[config.mk]
export PLATFORM = sky130hd
export DESIGN_NAME = DecodeSubsystem
export DESIGN_NICKNAME = d
export VERILOG_FILES = /design/src/hdl/DecodeTypes.sv /design/src/hdl/MicroOpPicker.sv /design/src/hdl/DecodedBranchResolver.sv /design/src/hdl/DecodeStage.sv /design/src/hdl/DecodeConfigRegs.sv /design/src/hdl/DecodeSubsystem.sv
export SDC_FILE = /design/constraint.sdc
export NUM_CORES = 1
export LEC_CHECK = 0
export ABC_AREA = 1
export BUFFER_PORTS_ARGS = -buffer_cell sky130_fd_sc_hd__buf_2
export CAP_MARGIN = 5
export CORE_UTILIZATION = 46
export DETAILED_ROUTE_END_ITERATION = 10
export MAX_ROUTING_LAYER = met4
export PLACE_DENSITY = 0.78
export SLEW_MARGIN = 20
export SYNTH_ARGS = -nofsm -noshare
export SYNTH_HDL_FRONTEND = slang
export SYNTH_SLANG_ARGS = --single-unit
[constraint.sdc]
create_clock -name clk -period 5.3 [get_ports clk]
set_input_delay 0.53 -clock clk [delete_from_list [all_inputs] [get_ports clk]]
set_output_delay 0.53 -clock clk [all_outputs]
set_load 0.005 [all_outputs]
[src/hdl/DecodeTypes.sv]
// Shared widths, structs and register map of the decode subsystem.
// Bundle geometry is fixed at two instructions of two micro-ops each;
// the picker and resolver loops follow these constants.

package DecodeTypes;

    // Bundle geometry
    localparam int DecodeWidth     = 2;
    localparam int MicroOpMaxNum   = 2;
    localparam int AllMicroOpWidth = DecodeWidth * MicroOpMaxNum;

    // Widths with a meaning
    typedef logic [31:0]                        PcT;
    typedef logic [7:0]                         OpCodeT;
    typedef logic [$clog2(AllMicroOpWidth)-1:0] MopIndexT;
    typedef logic [$clog2(DecodeWidth)-1:0]     LaneIndexT;
    typedef logic [AllMicroOpWidth-1:0]         MopMaskT;
    typedef logic [3:0]                         WbAddrT;
    typedef logic [31:0]                        WbDataT;

    // One pre-formed micro-op
    typedef struct packed {
        logic                             valid;
        logic                             serialized;
        logic [$clog2(MicroOpMaxNum)-1:0] mid;
        OpCodeT                           opCode;
    } MicroOp;

    // One instruction lane as delivered by the front end
    typedef struct packed {
        logic                        valid;
        PcT                          pc;
        logic                        isJump;
        logic                        predTaken;
        PcT                          jumpTarget;
        MicroOp [MicroOpMaxNum-1:0]  microOps;
    } InsnSlot;

    typedef InsnSlot [DecodeWidth-1:0] DecodeBundle;

    // One rename lane
    typedef struct packed {
        logic   valid;
        PcT     pc;
        logic   predTaken;
        MicroOp op;
    } IssuedOp;

    typedef IssuedOp [DecodeWidth-1:0] IssueLanes;

    // Control bits written through the register port
    typedef struct packed {
        logic resolverEnable;
        logic serializeAll;
    } DecodeCtrl;

    localparam DecodeCtrl CtrlReset = '{resolverEnable: 1'b1, serializeAll: 1'b0};

    // Register map in word addresses
    localparam WbAddrT RegCtrlAddr       = WbAddrT'(0);
    localparam WbAddrT RegFlushCountAddr = WbAddrT'(1);

    // Bit positions inside the control word
    localparam int CtrlResolverBit  = 0;
    localparam int CtrlSerializeBit = 1;

    // Redirect counter sticks here
    localparam WbDataT FlushCountMax = '1;

endpackage

[src/hdl/MicroOpPicker.sv]
// In-order selection of up to DecodeWidth micro-ops from a pending mask.
// A serialized micro-op only goes out as the first pick of a cycle and
// stops picking for the rest of that cycle. Purely combinational.

`timescale 1ns/1ps

module MicroOpPicker (
    input  DecodeTypes::MopMaskT                           req,
    input  DecodeTypes::MopMaskT                           serialize,
    output logic [DecodeTypes::DecodeWidth-1:0]            picked,
    output DecodeTypes::MopIndexT [DecodeTypes::DecodeWidth-1:0] pickedIndex,
    output DecodeTypes::MopMaskT                           next
);

    DecodeTypes::MopMaskT cur;
    logic                 stop;
    logic                 sent;
    logic                 found;

    always_comb begin
        cur  = req;
        stop = 1'b0;
        sent = 1'b0;

        for (int i = 0; i < DecodeTypes::DecodeWidth; i++) begin
            picked[i]      = 1'b0;
            pickedIndex[i] = '0;
            found          = 1'b0;
            for (int mn = 0; mn < DecodeTypes::AllMicroOpWidth; mn++) begin
                if (cur[mn] && !found && !stop) begin
                    found = 1'b1;
                    if (serialize[mn]) begin
                        // Goes alone, so it waits if something was already sent
                        stop = 1'b1;
                        if (!sent) begin
                            picked[i]      = 1'b1;
                            pickedIndex[i] = DecodeTypes::MopIndexT'(mn);
                            cur[mn]        = 1'b0;
                            sent           = 1'b1;
                        end
                    end else begin
                        picked[i]      = 1'b1;
                        pickedIndex[i] = DecodeTypes::MopIndexT'(mn);
                        cur[mn]        = 1'b0;
                        sent           = 1'b1;
                    end
                end
            end
        end

        next = cur;
    end

endmodule

[src/hdl/DecodedBranchResolver.sv]
// Early resolution of direct jumps predicted not-taken.
// Only the first such jump in program order redirects; every later lane
// of the bundle is reported invalid. Combinational, no state.

`timescale 1ns/1ps

module DecodedBranchResolver (
    input  DecodeTypes::DecodeBundle               bundle,
    input  logic                                   enable,
    output logic [DecodeTypes::DecodeWidth-1:0]    insnValidOut,
    output logic                                   flushReq,
    output DecodeTypes::PcT                        recoveredPc
);

    // Lanes that would redirect on their own
    logic [DecodeTypes::DecodeWidth-1:0] mispredicted;
    logic                                dropRest;

    always_comb begin
        for (int i = 0; i < DecodeTypes::DecodeWidth; i++) begin
            mispredicted[i] = enable && bundle[i].valid &&
                              bundle[i].isJump && !bundle[i].predTaken;
        end
    end

    always_comb begin
        flushReq    = 1'b0;
        recoveredPc = '0;
        dropRest    = 1'b0;

        for (int i = 0; i < DecodeTypes::DecodeWidth; i++) begin
            insnValidOut[i] = bundle[i].valid && !dropRest;

            // First surviving mispredicted jump wins
            if (mispredicted[i] && !dropRest) begin
                flushReq    = 1'b1;
                recoveredPc = bundle[i].jumpTarget;
                dropRest    = 1'b1;
            end
        end
    end

endmodule

[src/hdl/DecodeStage.sv]
// Decode stage: registers one bundle and drains its micro-ops in order,
// at most DecodeWidth per cycle. The front end is held until the bundle
// completes. While outStall is high no state moves and outLanes hold,
// provided the control bits stay unchanged.

`timescale 1ns/1ps

module DecodeStage (
    input  logic                    clk,
    input  logic                    rstN,
    input  DecodeTypes::DecodeBundle inBundle,
    input  logic                    inValid,
    output logic                    inReady,
    input  logic                    outStall,
    input  DecodeTypes::DecodeCtrl  ctrl,
    output DecodeTypes::IssueLanes  outLanes,
    output logic                    flush,
    output DecodeTypes::PcT         recoveredPc
);

    // Pipeline register and drain state
    DecodeTypes::DecodeBundle pipeReg;
    logic                     occupied;
    logic                     initiate;
    DecodeTypes::MopMaskT     remaining;

    // Flattened view of the registered micro-ops
    DecodeTypes::MicroOp [DecodeTypes::AllMicroOpWidth-1:0] mops;

    DecodeTypes::MopMaskT freshMask;
    DecodeTypes::MopMaskT keepMask;
    DecodeTypes::MopMaskT pickReq;
    DecodeTypes::MopMaskT serMask;
    DecodeTypes::MopMaskT nextMask;

    logic [DecodeTypes::DecodeWidth-1:0]                   picked;
    DecodeTypes::MopIndexT [DecodeTypes::DecodeWidth-1:0]  pickedIndex;
    DecodeTypes::LaneIndexT [DecodeTypes::DecodeWidth-1:0] srcLane;

    logic [DecodeTypes::DecodeWidth-1:0] insnValidOut;
    logic                                flushReq;
    logic                                complete;
    logic                                accept;

    // Slot index to the instruction lane it belongs to
    function automatic DecodeTypes::LaneIndexT ToInsnLane(DecodeTypes::MopIndexT idx);
        return DecodeTypes::LaneIndexT'(idx / DecodeTypes::MicroOpMaxNum);
    endfunction

    DecodedBranchResolver u_resolver (
        .bundle      (pipeReg),
        .enable      (ctrl.resolverEnable),
        .insnValidOut(insnValidOut),
        .flushReq    (flushReq),
        .recoveredPc (recoveredPc)
    );

    always_comb begin
        for (int i = 0; i < DecodeTypes::DecodeWidth; i++) begin
            for (int j = 0; j < DecodeTypes::MicroOpMaxNum; j++) begin
                mops[i*DecodeTypes::MicroOpMaxNum + j]      = pipeReg[i].microOps[j];
                freshMask[i*DecodeTypes::MicroOpMaxNum + j] =
                    pipeReg[i].valid && pipeReg[i].microOps[j].valid;
                // Dropped lanes never reach the picker
                keepMask[i*DecodeTypes::MicroOpMaxNum + j]  = insnValidOut[i];
            end
        end

        for (int k = 0; k < DecodeTypes::AllMicroOpWidth; k++) begin
            serMask[k] = mops[k].serialized || ctrl.serializeAll;
        end

        if (!occupied) begin
            pickReq = '0;
        end else if (initiate) begin
            pickReq = freshMask & keepMask;
        end else begin
            pickReq = remaining & keepMask;
        end
    end

    MicroOpPicker u_picker (
        .req        (pickReq),
        .serialize  (serMask),
        .picked     (picked),
        .pickedIndex(pickedIndex),
        .next       (nextMask)
    );

    always_comb begin
        complete = 1'b1;
        for (int i = 0; i < DecodeTypes::DecodeWidth; i++) begin
            for (int j = 0; j < DecodeTypes::MicroOpMaxNum; j++) begin
                if (nextMask[i*DecodeTypes::MicroOpMaxNum + j] && insnValidOut[i]) begin
                    complete = 1'b0;
                end
            end
        end
    end

    // Empty stage counts as complete, so inReady follows the stall alone
    assign inReady = !outStall && (!occupied || complete);
    assign accept  = inValid && inReady;
    assign flush   = flushReq && complete && occupied && !outStall;

    always_comb begin
        for (int i = 0; i < DecodeTypes::DecodeWidth; i++) begin
            srcLane[i]            = ToInsnLane(pickedIndex[i]);
            outLanes[i].valid     = occupied && picked[i] && insnValidOut[srcLane[i]];
            outLanes[i].pc        = pipeReg[srcLane[i]].pc;
            outLanes[i].predTaken = pipeReg[srcLane[i]].predTaken;
            outLanes[i].op        = mops[pickedIndex[i]];
        end
    end

    // Bundle payload
    always_ff @(posedge clk) begin
        if (accept) begin
            pipeReg <= inBundle;
        end
    end

    always_ff @(posedge clk) begin
        if (!rstN) begin
            occupied  <= 1'b0;
            initiate  <= 1'b1;
            remaining <= '0;
        end else if (!outStall) begin
            if (accept) begin
                occupied <= 1'b1;
            end else if (complete) begin
                occupied <= 1'b0;
            end
            // Fresh valid bits again once the bundle is done
            initiate  <= complete;
            remaining <= nextMask;
        end
    end

endmodule

[src/hdl/DecodeConfigRegs.sv]
// Wishbone classic register block for the decode stage.
// Single-cycle ack after stb, no wait states, no error or retry.
// Word 0 holds the control bits, word 1 the saturating redirect count;
// writing word 1 clears the count, other words read zero.

`timescale 1ns/1ps

module DecodeConfigRegs (
    input  logic                   clk,
    input  logic                   rstN,
    input  logic                   cyc,
    input  logic                   stb,
    input  logic                   we,
    input  DecodeTypes::WbAddrT    adr,
    input  DecodeTypes::WbDataT    datW,
    output DecodeTypes::WbDataT    datR,
    output logic                   ack,
    output DecodeTypes::DecodeCtrl ctrl,
    input  logic                   flushPulse,
    input  logic                   flushAccepted
);

    DecodeTypes::WbDataT flushCount;
    DecodeTypes::WbDataT readValue;
    logic                request;

    // A new request only while no ack is outstanding
    assign request = cyc && stb && !ack;

    always_comb begin
        readValue = '0;
        case (adr)
            DecodeTypes::RegCtrlAddr: begin
                readValue[DecodeTypes::CtrlResolverBit]  = ctrl.resolverEnable;
                readValue[DecodeTypes::CtrlSerializeBit] = ctrl.serializeAll;
            end
            DecodeTypes::RegFlushCountAddr: begin
                readValue = flushCount;
            end
            default: begin
                readValue = '0;
            end
        endcase
    end

    always_ff @(posedge clk) begin
        if (!rstN) begin
            ack        <= 1'b0;
            ctrl       <= DecodeTypes::CtrlReset;
            flushCount <= '0;
        end else begin
            ack <= request;

            if (flushPulse && flushAccepted && flushCount != DecodeTypes::FlushCountMax) begin
                flushCount <= flushCount + 1'b1;
            end

            // Clear beats a redirect in the same cycle
            if (request && we) begin
                if (adr == DecodeTypes::RegCtrlAddr) begin
                    ctrl.resolverEnable <= datW[DecodeTypes::CtrlResolverBit];
                    ctrl.serializeAll   <= datW[DecodeTypes::CtrlSerializeBit];
                end else if (adr == DecodeTypes::RegFlushCountAddr) begin
                    flushCount <= '0;
                end
            end
        end
    end

    // Read data, valid in the ack cycle
    always_ff @(posedge clk) begin
        if (request) begin
            datR <= readValue;
        end
    end

endmodule

[src/hdl/DecodeSubsystem.sv]
// Top level: decode stage plus its Wishbone register block.
// A redirect is counted only in a cycle where rename is not stalled.

`timescale 1ns/1ps

module DecodeSubsystem (
    input  logic                     clk,
    input  logic                     rstN,
    // Front end
    input  DecodeTypes::DecodeBundle inBundle,
    input  logic                     inValid,
    output logic                     inReady,
    // Rename
    output DecodeTypes::IssueLanes   outLanes,
    input  logic                     outStall,
    // Fetch redirect
    output logic                     flush,
    output DecodeTypes::PcT          recoveredPc,
    // Register port
    input  logic                     cyc,
    input  logic                     stb,
    input  logic                     we,
    input  DecodeTypes::WbAddrT      adr,
    input  DecodeTypes::WbDataT      datW,
    output DecodeTypes::WbDataT      datR,
    output logic                     ack
);

    DecodeTypes::DecodeCtrl ctrl;

    DecodeStage u_DecodeStage (
        .clk        (clk),
        .rstN       (rstN),
        .inBundle   (inBundle),
        .inValid    (inValid),
        .inReady    (inReady),
        .outStall   (outStall),
        .ctrl       (ctrl),
        .outLanes   (outLanes),
        .flush      (flush),
        .recoveredPc(recoveredPc)
    );

    DecodeConfigRegs u_DecodeConfigRegs (
        .clk          (clk),
        .rstN         (rstN),
        .cyc          (cyc),
        .stb          (stb),
        .we           (we),
        .adr          (adr),
        .datW         (datW),
        .datR         (datR),
        .ack          (ack),
        .ctrl         (ctrl),
        .flushPulse   (flush),
        .flushAccepted(!outStall)
    );

endmodule

==> results_dict.tcl <==
set metrics [dict create \
    status "finished, final reports clean" \
    totalWireLength_mm 29.9 \
    ir_drop_mv 0.349 \
    timing.fmax_ghz 0.228 \
    required_ns 4.77 \
    drtIter0Drc 563 \
    dieArea_sq_um 24600 \
    yosysUniqueCellTypes 38 \
    yosys_warnings 0 \
    die-height_um 157 \
    hold_viol 0 \
    grt_pass1_vias 8643 \
    period_needed_ns 4.38 \
    clk_pin_slew_ns 0.06 \
    numPortBuffers 347 \
    initial_core_util_pct 47.0 \
    cts-htree-levels 1 \
    die_w_um 157 \
    p_per_area_nw_per_um2 322 \
    grt_use_total_pct 24.7 \
    final_common_cell "buf_2" \
    vias_per_cell 5.07 \
    vias 9158 \
    detail_route.drc_violations 0 \
    syn_nets 1340 \
    setup_viol 0 \
    design_area_sq_um 14100 \
    cap_viol_max_count 0 \
    row_count 56 \
    clk_path_buf_depth 3 \
    crit_arrival_ns 3.85 \
    synth_ff_type "edfxtp_1" \
    io-pin-count 378 \
    cts_resized 0 \
    postCtsSetupBuffers 0 \
    first_pass_iters 5 \
    gp_congestion 0.932 \
    clkSinkCount 250 \
    synth_edf_count 210 \
    fin_skew_ns 0.0129 \
    syn_area_per_cell_sq_um 9.88 \
    post-dp-hpwl_mm 21.6 \
    p_leak_nw 5.85 \
    cts_root_buffer "clkbuf_16" \
    cp-end-kind "output port" \
    antenna_found_initial 5 \
    grt_remaining_overflow 0 \
    ys_seq_area_share_pct 64.4 \
    crit_fanout 29 \
    finalCritPeriodShare_pct 82.6 \
    ant_nets 0 \
    postCtsHoldBufs 0 \
    setup-tns-final_ns 0 \
    netlist_instances 1118 \
    drive_gt1_share_pct 29.6 \
    worst_skew_pair.late_latency_ns 0.54 \
    wire_per_inst_um 16.5 \
    startpoint_type "flop" \
    nNetsFinal 1682 \
    numCtsBuffers 27 \
    hp-class "in2reg" \
    path_class "reg2out" \
    syn_to_final_growth_pct 27.6 \
    async_flop_share_pct 0 \
    placed_area_sq_um 13100 \
    relSlewSlack_pct 37.3 \
    cts_tree "yes" \
    finalPower_mw 4.53 \
    coreArea_sq_um 23500 \
    rsz0062_at_grt "false" \
    synth_area_sq_um 11000 \
    slew_viol_final 0 \
    tightest_slew_ns 0.935 \
    ys_ff_latch 250 \
    final_cell_mix "347 x buf_2, 251 x nand2_1, 210 x edfxtp_1, 137 x inv_1, 130 x o21ai_0" \
    grt_max_degree 126 \
    grt_pass1_wl_mm 44.9 \
]
cells by family after synthesis:
logic type | after synthesis | share of synthesized area, %
AO/OA/AOI/OAI | 196 | 9.30
XOR/XNOR | 6 | 0.476
adder cells (fa/ha/maj) | 1 | 0.113
buffers and inverters | 187 | 6.62
flip-flops | 250 | 64.4
AND/OR/NAND/NOR | 478 | 19.1
cell type report:
class	instances	area, sq um
multi-input cells	681	3210
clock buffers	37	786
well taps	319	399
flip-flops and latches	250	7110
fillers	1922	9390
repair buffers	357	1840
diodes	6	15.0
inverters	143	541
clock inverters	13	185
registers in the layout, indices dropped and copies added (netlist names):
register                       cells
u_DecodeStage.pipeReg            134
u_DecodeStage.mops                44
u_DecodeConfigRegs.ctrl            2
u_DecodeConfigRegs.ack             1
u_DecodeStage.occupied             1
u_DecodeConfigRegs.datR           32
u_DecodeConfigRegs.flushCount     32
u_DecodeStage.remaining            3
u_DecodeStage.initiate             1
cell usage after synthesis, types with 2 or more instances:
cell type | n | area (sq um)
buf_2 | 5 | 25.0
o21ai_1 | 6 | 30.0
nand2_4 | 2 | 22.5
nor2_1 | 90 | 338
a21oi_2 | 2 | 17.5
o22ai_1 | 2 | 12.5
clkbuf_1 | 32 | 120
edfxtp_1 | 210 | 6310
nand2_1 | 253 | 950
nand4_1 | 17 | 106
buf_6 | 2 | 22.5
nand3_1 | 65 | 325
o211ai_1 | 11 | 82.6
nand3_2 | 5 | 50.1
nor4_1 | 8 | 50.1
nor3_1 | 17 | 85.1
nor2_2 | 2 | 12.5
inv_2 | 2 | 7.51
nand2_2 | 7 | 43.8
buf_1 | 3 | 11.3
dfxtp_1 | 40 | 801
clkinv_1 | 3 | 11.3
a21oi_1 | 42 | 210
or2_2 | 2 | 12.5
buf_4 | 2 | 15.0
xor2_1 | 6 | 52.6
o21ai_0 | 130 | 651
inv_1 | 138 | 518
nor2_4 | 5 | 56.3
worst paths after layout:
path / start / end / slack, ns / cells past startpoint
worst min-delay path: inBundle[63] / u_DecodeStage.pipeReg[63]$_DFFE_PP_ / 0.16 / 1
worst max register to register: u_DecodeStage.pipeReg[88]$_DFFE_PP_ / u_DecodeStage.mops[31]$_DFFE_PP_ / 2.12 / 14
worst max-delay path: u_DecodeStage.pipeReg[88]$_DFFE_PP_ / outLanes[53] / 0.92 / 12
worst min register to register: u_DecodeConfigRegs.flushCount[6]$_SDFF_PN0_ / u_DecodeConfigRegs.flushCount[6]$_SDFF_PN0_ / 0.48 / 2
per-stage QoR:
| stage | hold slack [ns] | utilization (%) | cells | worst slack [ns] |
|---|---|---|---|---|
| after floorplan | 0.444 | - | 1118 | 0.614 |
| after global placement | 0.467 | 55.8 | 1750 | 1.58 |
| after detailed placement | 0.463 | 55.8 | 1750 | 1.49 |
| after CTS | 0.141 | 59.9 | 1800 | 0.904 |
| after global routing | 0.138 | 60.0 | 1806 | 0.427 |
| final | 0.163 | 60.0 | 1806 | 0.921 |
worst max-delay path, stage by stage (launching register included):
cell      delay (ns)
edfxtp_1        0.47
nand2_2         0.14
nor2_4          0.05
nor2_1          0.10
nand2_1         0.15
nand3_2         0.14
nor2_1          0.07
nor2_4          0.14
nand4_1         0.53
nand2_1         0.91
o21ai_0         0.14
o21ai_0         0.29
buf_2           0.18
power breakdown:
| group | switching (mW) | total (mW) | leakage [nW] | internal (mW) |
|---|---|---|---|---|
| sequential | 0.0243 | 2.23 | 2.31 | 2.21 |
| combinational | 0.165 | 0.284 | 3.07 | 0.119 |
| clock | 0.774 | 2.01 | 0.467 | 1.24 |
layer usage:
layer / routed length, um / vias to the layer above / part of all wire (%) / global-route usage (%)
li1: - / 4475 / - / -
met1: 11000 / 4218 / 37 / 27.1
met2: 15200 / 373 / 51 / 42.1
met3: 2220 / 92 / 7.4 / 5.70
met4: 1480 / 0 / 4.9 / 12.4
met5: 0 / - / 0 / -
Note: power is estimated with default switching activity, not from simulation.
